File: src/rtl/ctrl_pkg.sv
package ctrl_pkg;

	typedef logic [15:0] instr_t;
	typedef logic [3:0]  alu_op_t;
	typedef logic [1:0]  sel_t;
	typedef logic [2:0]  jump_sel_t;
	typedef logic [1:0]  flow_req_t;

	// instruction classes, bits 15:14
	localparam logic [1:0] CLS_ALU    = 2'b00;
	localparam logic [1:0] CLS_ONE_OP = 2'b01;
	localparam logic [1:0] CLS_TWO_OP = 2'b10;
	localparam logic [1:0] CLS_BRANCH = 2'b11;

	localparam alu_op_t ALU_NOT  = 4'd0;
	localparam alu_op_t ALU_INC  = 4'd1;
	localparam alu_op_t ALU_DEC  = 4'd2;
	localparam alu_op_t ALU_ADD  = 4'd3;
	localparam alu_op_t ALU_SUB  = 4'd4;
	localparam alu_op_t ALU_AND  = 4'd5;
	localparam alu_op_t ALU_OR   = 4'd6;
	localparam alu_op_t ALU_SHL  = 4'd7;
	localparam alu_op_t ALU_SHR  = 4'd8;
	localparam alu_op_t ALU_PASS = 4'd15;

	localparam sel_t CARRY_SET    = 2'd1;
	localparam sel_t CARRY_CLR    = 2'd2;
	localparam sel_t MEM_ADDR_REG = 2'd1;
	localparam sel_t MEM_ADDR_SP  = 2'd2;
	localparam sel_t MEM_DATA_REG = 2'd3;
	localparam sel_t WB_IMM       = 2'd0;
	localparam sel_t WB_MEM       = 2'd1;
	localparam sel_t WB_ALU       = 2'd2;

	// what the datapath puts on the stack
	localparam sel_t STK_FLAGS = 2'd0;
	localparam sel_t STK_PC_HI = 2'd1;
	localparam sel_t STK_PC_LO = 2'd2;

	localparam jump_sel_t JUMP_ALWAYS = 3'b111;

	localparam flow_req_t FLOW_NONE = 2'd0;
	localparam flow_req_t FLOW_CALL = 2'd1;
	localparam flow_req_t FLOW_RET  = 2'd2;
	localparam flow_req_t FLOW_RETI = 2'd3;

	typedef struct packed {
		logic pc_write;
		logic inport_sel;
		logic clear_instruction;
		logic pc_from_mem;
	} fetch_ctrl_t;

	typedef struct packed {
		alu_op_t   alu_op;
		sel_t      alu_src1_sel;
		sel_t      alu_src2_sel;
		jump_sel_t jump_sel;
		sel_t      carry_sel;
		logic      flag_restore;
		logic      flag_write;
	} ex_ctrl_t;

	typedef struct packed {
		logic mem_read;
		logic mem_write;
		logic mem_push;
		logic mem_pop;
		sel_t mem_addr_sel;
		sel_t mem_data_sel;
		sel_t stack_src;
	} mem_ctrl_t;

	typedef struct packed {
		logic reg_write;
		sel_t wb_sel;
		logic out_enable;
	} wb_ctrl_t;

	typedef enum logic [3:0] {
		IDLE,
		PIPE_DRAIN,
		PUSH_PC_HI,
		PUSH_PC_LO,
		PUSH_FLAGS,
		CALL_PUSH_LO,
		POP_FLAGS,
		POP_PC_HI,
		POP_PC_LO,
		LOAD_WAIT
	} seq_state_e;

endpackage

File: src/rtl/instr_decoder.sv
`timescale 1ns/1ps

module instr_decoder
	import ctrl_pkg::*;
(
	input  instr_t      instruction,
	output fetch_ctrl_t dec_fetch,
	output ex_ctrl_t    dec_ex,
	output mem_ctrl_t   dec_mem,
	output wb_ctrl_t    dec_wb,
	output flow_req_t   flow_req
);

	logic [1:0] op_class;
	logic [2:0] func;
	logic       dec_mod;

	assign op_class = instruction[15:14];
	assign func     = instruction[13:11];
	assign dec_mod  = instruction[10];

	always_comb
	begin
		// start from a NOP, then set what the op needs
		dec_fetch          = '0;
		dec_ex             = '0;
		dec_mem            = '0;
		dec_wb             = '0;
		flow_req           = FLOW_NONE;
		dec_fetch.pc_write = 1'b1;
		dec_ex.alu_op      = ALU_PASS;

		case (op_class)
			CLS_ALU:
			begin
				dec_ex.flag_write = 1'b1;
				dec_wb.reg_write  = 1'b1;
				dec_wb.wb_sel     = WB_ALU;
				case (func)
					3'd0: dec_ex.alu_op = ALU_NOT;
					// bit 10 picks DEC over INC
					3'd1: dec_ex.alu_op = dec_mod ? ALU_DEC : ALU_INC;
					3'd2: dec_ex.alu_op = ALU_ADD;
					3'd3: dec_ex.alu_op = ALU_SUB;
					3'd4: dec_ex.alu_op = ALU_AND;
					3'd5: dec_ex.alu_op = ALU_OR;
					3'd6: dec_ex.alu_op = ALU_SHL;
					default: dec_ex.alu_op = ALU_SHR;
				endcase
			end

			CLS_ONE_OP:
			begin
				case (func)
					// setc / clrc
					3'd1:
					begin
						dec_ex.carry_sel  = CARRY_SET;
						dec_ex.flag_write = 1'b1;
					end
					3'd2:
					begin
						dec_ex.carry_sel  = CARRY_CLR;
						dec_ex.flag_write = 1'b1;
					end
					3'd3: dec_wb.out_enable = 1'b1;
					3'd4:
					begin
						dec_fetch.inport_sel = 1'b1;
						dec_wb.reg_write     = 1'b1;
					end
					// push
					3'd5:
					begin
						dec_mem.mem_write    = 1'b1;
						dec_mem.mem_push     = 1'b1;
						dec_mem.mem_addr_sel = MEM_ADDR_SP;
						dec_mem.mem_data_sel = MEM_DATA_REG;
					end
					// pop
					3'd6:
					begin
						dec_mem.mem_read     = 1'b1;
						dec_mem.mem_pop      = 1'b1;
						dec_mem.mem_addr_sel = MEM_ADDR_SP;
						dec_wb.reg_write     = 1'b1;
						dec_wb.wb_sel        = WB_MEM;
					end
					default: ;
				endcase
			end

			CLS_TWO_OP:
			begin
				case (func)
					// mov goes through the ALU unchanged
					3'd0:
					begin
						dec_wb.reg_write = 1'b1;
						dec_wb.wb_sel    = WB_ALU;
					end
					3'd1:
					begin
						dec_wb.reg_write = 1'b1;
						dec_wb.wb_sel    = WB_IMM;
					end
					3'd2:
					begin
						dec_mem.mem_read     = 1'b1;
						dec_mem.mem_addr_sel = MEM_ADDR_REG;
						dec_wb.reg_write     = 1'b1;
						dec_wb.wb_sel        = WB_MEM;
					end
					// std and the rest stay NOP
					default: ;
				endcase
			end

			default:
			begin
				case (func)
					// conditional and unconditional jumps
					3'd0, 3'd1, 3'd2, 3'd3: dec_ex.jump_sel = {1'b1, func[1:0]};
					// call, high PC half goes first
					3'd4:
					begin
						dec_mem.mem_push  = 1'b1;
						dec_mem.stack_src = STK_PC_HI;
						dec_ex.jump_sel   = JUMP_ALWAYS;
						flow_req          = FLOW_CALL;
					end
					3'd5:
					begin
						dec_mem.mem_pop = 1'b1;
						flow_req        = FLOW_RET;
					end
					3'd6: flow_req = FLOW_RETI;
					default: ;
				endcase
			end
		endcase
	end

	push_pop_excl: assert final (!(dec_mem.mem_push && dec_mem.mem_pop))
		else $error("decoder drives push and pop together");

endmodule

File: src/rtl/flow_sequencer.sv
`timescale 1ns/1ps

module flow_sequencer
	import ctrl_pkg::*;
#(
	parameter int DRAIN_CYCLES = 5,
	parameter int MEM_LATENCY  = 2
)
(
	input  logic        clk,
	input  logic        reset,
	input  logic        irq,
	input  fetch_ctrl_t dec_fetch,
	input  ex_ctrl_t    dec_ex,
	input  mem_ctrl_t   dec_mem,
	input  wb_ctrl_t    dec_wb,
	input  flow_req_t   flow_req,
	output fetch_ctrl_t fetch_ctrl,
	output ex_ctrl_t    ex_ctrl,
	output mem_ctrl_t   mem_ctrl,
	output wb_ctrl_t    wb_ctrl
);

	localparam int CNT_MAX = (DRAIN_CYCLES > MEM_LATENCY) ? DRAIN_CYCLES : MEM_LATENCY;
	localparam int CNT_W   = (CNT_MAX > 1) ? $clog2(CNT_MAX + 1) : 1;

	// last counter value in each counted state
	localparam logic [CNT_W-1:0] DRAIN_LAST = CNT_W'(DRAIN_CYCLES - 1);
	localparam logic [CNT_W-1:0] WAIT_LAST  = CNT_W'(MEM_LATENCY);

	seq_state_e       state;
	seq_state_e       state_next;
	logic [CNT_W-1:0] cnt;
	logic [CNT_W-1:0] cnt_next;

	always_ff @(posedge clk or negedge reset)
	begin
		if (!reset)
		begin
			state <= IDLE;
			cnt   <= '0;
		end
		else
		begin
			state <= state_next;
			cnt   <= cnt_next;
		end
	end

	always_comb
	begin
		state_next = state;
		cnt_next   = '0;
		case (state)
			IDLE:
			begin
				// interrupt wins over any flow request
				if (irq)
					state_next = PIPE_DRAIN;
				else if (flow_req == FLOW_CALL)
					state_next = CALL_PUSH_LO;
				else if (flow_req == FLOW_RET)
					state_next = POP_PC_LO;
				else if (flow_req == FLOW_RETI)
					state_next = POP_FLAGS;
			end
			PIPE_DRAIN:
			begin
				if (cnt == DRAIN_LAST)
					state_next = PUSH_PC_HI;
				else
					cnt_next = cnt + 1'b1;
			end
			PUSH_PC_HI:   state_next = PUSH_PC_LO;
			PUSH_PC_LO:   state_next = PUSH_FLAGS;
			POP_FLAGS:    state_next = POP_PC_HI;
			POP_PC_HI:    state_next = POP_PC_LO;
			POP_PC_LO:    state_next = LOAD_WAIT;
			LOAD_WAIT:
			begin
				if (cnt == WAIT_LAST)
					state_next = IDLE;
				else
					cnt_next = cnt + 1'b1;
			end
			default:      state_next = IDLE;
		endcase
	end

	always_comb
	begin
		// sequencer cycles are bubbles unless a field is set below
		fetch_ctrl     = '0;
		ex_ctrl        = '0;
		ex_ctrl.alu_op = ALU_PASS;
		mem_ctrl       = '0;
		wb_ctrl        = '0;
		case (state)
			IDLE:
			begin
				if (irq)
					fetch_ctrl.clear_instruction = 1'b1;
				else
				begin
					fetch_ctrl = dec_fetch;
					ex_ctrl    = dec_ex;
					mem_ctrl   = dec_mem;
					wb_ctrl    = dec_wb;
				end
			end
			PIPE_DRAIN: fetch_ctrl.clear_instruction = 1'b1;
			PUSH_PC_HI:
			begin
				mem_ctrl.mem_push  = 1'b1;
				mem_ctrl.stack_src = STK_PC_HI;
			end
			// second half of the return address, interrupt or call
			PUSH_PC_LO, CALL_PUSH_LO:
			begin
				mem_ctrl.mem_push  = 1'b1;
				mem_ctrl.stack_src = STK_PC_LO;
			end
			PUSH_FLAGS:
			begin
				mem_ctrl.mem_push  = 1'b1;
				mem_ctrl.stack_src = STK_FLAGS;
			end
			POP_FLAGS:
			begin
				mem_ctrl.mem_pop     = 1'b1;
				ex_ctrl.flag_restore = 1'b1;
			end
			POP_PC_HI, POP_PC_LO: mem_ctrl.mem_pop = 1'b1;
			// popped PC arrives after the memory latency
			LOAD_WAIT: fetch_ctrl.pc_from_mem = (cnt == WAIT_LAST);
			default: ;
		endcase
	end

	cnt_in_range: assert property (@(posedge clk) disable iff (!reset)
		(state == PIPE_DRAIN) ? (cnt <= DRAIN_LAST) :
		(state == LOAD_WAIT)  ? (cnt <= WAIT_LAST)  : (cnt == '0))
		else $error("counter out of range in %s", state.name());

	no_push_pop: assert property (@(posedge clk) disable iff (!reset)
		!(mem_ctrl.mem_push && mem_ctrl.mem_pop))
		else $error("push and pop asserted together");

	from_mem_in_wait: assert property (@(posedge clk) disable iff (!reset)
		fetch_ctrl.pc_from_mem |-> (state == LOAD_WAIT))
		else $error("pc_from_mem outside LOAD_WAIT");

endmodule

File: src/rtl/control_unit.sv
`timescale 1ns/1ps

module control_unit
	import ctrl_pkg::*;
#(
	parameter int DRAIN_CYCLES = 5,
	parameter int MEM_LATENCY  = 2
)
(
	input  logic        clk,
	input  logic        reset,
	input  logic        irq,
	input  instr_t      instruction,
	output fetch_ctrl_t fetch_ctrl,
	output ex_ctrl_t    ex_ctrl,
	output mem_ctrl_t   mem_ctrl,
	output wb_ctrl_t    wb_ctrl
);

	// decoded bundles, valid in the same cycle as the instruction
	fetch_ctrl_t dec_fetch;
	ex_ctrl_t    dec_ex;
	mem_ctrl_t   dec_mem;
	wb_ctrl_t    dec_wb;
	flow_req_t   flow_req;

	instr_decoder u_decoder (
		.instruction (instruction),
		.dec_fetch   (dec_fetch),
		.dec_ex      (dec_ex),
		.dec_mem     (dec_mem),
		.dec_wb      (dec_wb),
		.flow_req    (flow_req)
	);

	flow_sequencer #(
		.DRAIN_CYCLES (DRAIN_CYCLES),
		.MEM_LATENCY  (MEM_LATENCY)
	) u_sequencer (
		.clk        (clk),
		.reset      (reset),
		.irq        (irq),
		.dec_fetch  (dec_fetch),
		.dec_ex     (dec_ex),
		.dec_mem    (dec_mem),
		.dec_wb     (dec_wb),
		.flow_req   (flow_req),
		.fetch_ctrl (fetch_ctrl),
		.ex_ctrl    (ex_ctrl),
		.mem_ctrl   (mem_ctrl),
		.wb_ctrl    (wb_ctrl)
	);

endmodule

File: config.mk
export PLATFORM = sky130hd
export DESIGN_NAME = control_unit
export DESIGN_NICKNAME = d
export VERILOG_FILES = /design/src/rtl/ctrl_pkg.sv /design/src/rtl/instr_decoder.sv /design/src/rtl/flow_sequencer.sv /design/src/rtl/control_unit.sv
export SDC_FILE = /design/constraint.sdc
export NUM_CORES = 1
export LEC_CHECK = 0
export ABC_AREA = 0
export BUFFER_PORTS_ARGS = -buffer_cell sky130_fd_sc_hd__buf_2
export CORE_MARGIN = 4
export CORE_UTILIZATION = 25
export CTS_BUF_LIST = sky130_fd_sc_hd__clkbuf_8 sky130_fd_sc_hd__clkbuf_16
export DETAILED_ROUTE_END_ITERATION = 6
export PLACE_DENSITY = 0.44
export SLEW_MARGIN = 20
export SYNTH_ARGS = -nofsm -noshare
export SYNTH_HDL_FRONTEND = slang
export SYNTH_HIERARCHICAL = 1
export SYNTH_SLANG_ARGS = --single-unit
File: constraint.sdc
create_clock -name clk -period 3.7 [get_ports clk]
set_input_delay 0.555 -clock clk [delete_from_list [all_inputs] [get_ports clk]]
set_output_delay 0.555 -clock clk [all_outputs]
set_load 0.005 [all_outputs]
==> flow_summary_export.csv <==
group,metric,value,unit
synthesis,syn-cell-area,1280,µm²
die,core-area,4850,µm²
grt,grt_pass1_wl,5.32,mm
sta,slew_headroom,0.556,
grt,grt_max_degree,21,
clocking,cts_setup_buffers,0,
sta,worstMarginPinSlew,0.662,ns
sta,layout_worst_path_cycle_share,0.748,
clocking,ctsResizeCount,0,
synthesis,syn_inst,181,
power,power_density,412,nW/µm²
cells_and_area,nets,238,
synthesis,ys_ff_latch,7,
routing,wirelength,3.04,mm
clocking,numCtsBuffers,3,
setup_path,required,3.14,ns
power,peakVddDrop,285,µV
placement,hpwl,2.31,mm
clocking,cts_tree,"yes",
clocking,cts_sinks,7,
sta,timing.hold.ws,0.153,ns
power,p_leak,0.715,nW
placement,portBuffers,37,
die,die_w,79.5,µm
setup_path,critPathKind,"flip-flop to output pin",
synthesis,synth.yosys.seq_area_share,0.137,
synthesis,synth_edf_count,0,
routing,drt_iter0_markers,61,
sta,fin_setup_tns,0,ns
grt,antenna_found_initial,0,
setup_path,rrSetupSlack,2.07,ns
setup_path,crit_path_start_kind,"flip-flop",
sta,fin_skew,0.00189,ns
job,cap_violations,0,
die,num_rows,25,
clocking,clockRootBuffer,"clkbuf_8",
die,fp.dieH,79.5,µm
placement,gp_congestion,0.798,
sta,grt_setup_unrepaired,"false",
sta,setup_viol,0,
grt,grt.total_usage,0.100,
setup_path,rr_startpoint,"u_sequencer/state[2]",
routing,via_per_inst,4.39,
sta,setup_slack,0.934,ns
clocking,hold_buffers,0,
cells_and_area,areaGrowthSynthToFinish,15.6,%
synthesis,ys_warn_count,6,
setup_path,r2r.worst_path.cells,4,
synthesis,synth_cell_types,43,
grt,grt.overflow.total,0,
status,status,"finished, final reports clean",
synthesis,avgSynthCellArea,7.05,µm²
cells_and_area,antenna_cells,0,
sta,fin_crit,2.77,ns
placement,dpl_worst_slack,1.09,ns
cells_and_area,drive_above_1_share,0.208,
setup_path,path_max_fanout,16,
worst_hold_path,min_path_type,"primary input to async pin",
setup_path,arrival,2.21,ns
clocking,cts.clk_slew.worst_paths,0.04,ns
grt,grt_pass1_vias,1153,
setup_path,end_kind,"output pin",
die,ioPinCount,52,
routing,wl_per_cell,11.1,µm
sta,hold_viol_final,0,
clocking,htree_levels,1,
clocking,clk_path_buf_depth,2,
power,fin_total_pwr,0.000608,W
clocking,insertion_delay,0.22,ns
sta,slew_viol_final,0,
sta,fmaxAchievable,0.362,GHz
routing,antenna_left,0,
routing,drt_pass1_iterations,4,
routing,drc,0,
routing,route.vias.total,1203,
die,die_area,6310,µm²
synthesis,ys.flop_type,"dfrtp_1",
die,initial_utilization,0.263,
setup_path,r2r_end,"u_sequencer/state[0]",
synthesis,async_flop_share,1.00,
registers in the layout (all words and copies together), names as in the netlist:
register	count
u_sequencer/cnt	3
u_sequencer/state	4
metrics by stage:
step / utilization / std cells / area (µm²)
finish: 0.304 / 274 / 1480
global route: 0.304 / 274 / 1480
CTS: 0.304 / 274 / 1480
global placement: 0.295 / 270 / 1430
detailed placement: 0.295 / 270 / 1430
floorplan: - / 188 / 1300
placed cells by master, fill, tap and decap left out, drive strengths merged, types with 4 or more instances in the layout:
cell	instances
nand3b	4
dfrtp	7
conb	9
nor4	6
ha	11
inv	12
nand2	11
nand2b	6
nand3	4
nor2b	5
nor3	8
o21ai	4
buf	38
and2	22
nor2	16
a21oi	9
cell usage after synthesis (all sizes together) (3+ instances only):
master	instances	area, µm²
inv	11	41.3
nand3b	4	30.0
nand3	4	20.0
and3	3	18.8
o21ai	4	20.0
nor2	16	60.1
clkbuf	3	11.3
a21oi	9	45.0
o21a	3	22.5
nor2b	5	31.3
nand2b	6	37.5
nor3	8	40.0
ha	11	138
and2	22	138
nand2	11	41.3
dfrtp	7	175
buf	20	138
nor4	6	52.6
power by group:
group | switching (W) | total [W] | internal (W)
combinational | 0.000174 | 0.000327 | 0.000153
sequential | 0.0000786 | 0.000180 | 0.000102
clock | 0.0000301 | 0.000102 | 0.0000715
total | 0.000282 | 0.000608 | 0.000326
critical path, cell delays in order, from the launching register on:
cell and delay [ns]:
dfrtp_1 0.55, or2_1 0.40, nor4_4 0.53, buf_4 0.28, and2_1 0.13, buf_2 0.10
worst max path at each step:
stage | startpoint | endpoint | cells past startpoint
CTS | u_sequencer/state[1] | ex_ctrl[3] | 5
finish | u_sequencer/state[1] | fetch_ctrl[2] | 5
global placement | u_sequencer/state[1] | ex_ctrl[6] | 5
global route | u_sequencer/state[1] | ex_ctrl[3] | 5
floorplan | instruction[12] | u_sequencer/state[1] | 10
detailed placement | u_sequencer/state[1] | ex_ctrl[3] | 5
metal layers:
layer	share of wire	GRT usage	up-vias	wire length (µm)
li1	-	-	638	-
met5	0	0	-	0
met4	0.0023	0.0155	0	7
met2	0.43	0.163	35	1300
met3	0.073	0.0203	2	221
met1	0.50	0.139	528	1500
area by class of cell:
cell class                      count  area [µm²]
Clock buffer                        3        41.3
Clock inverter                      1        3.75
Fill cell                         540        3370
Inverter                           11        41.3
Multi-Input combinational cell    147         937
Sequential cell                     7         175
Tap cell                           67        83.8
Timing Repair Buffer               38         193
logic make-up (layout without fill, tap and decap cells):
| logic type | after synthesis | after routing | synth area share |
|---|---|---|---|
| and+or+nand+nor | 95 | 95 | 0.427 |
| DFF | 7 | 7 | 0.137 |
| AOI/OAI and AO/OA | 27 | 27 | 0.136 |
| other | 2 | 9 | 0.00588 |
| xor gates and xnor gates | 4 | 4 | 0.0275 |
| adders and majority gates | 11 | 11 | 0.108 |
| muxes | 1 | 1 | 0.00882 |
| buffers and inverters | 34 | 53 | 0.149 |
No activity file was read; power rests on OpenSTA's default activity.
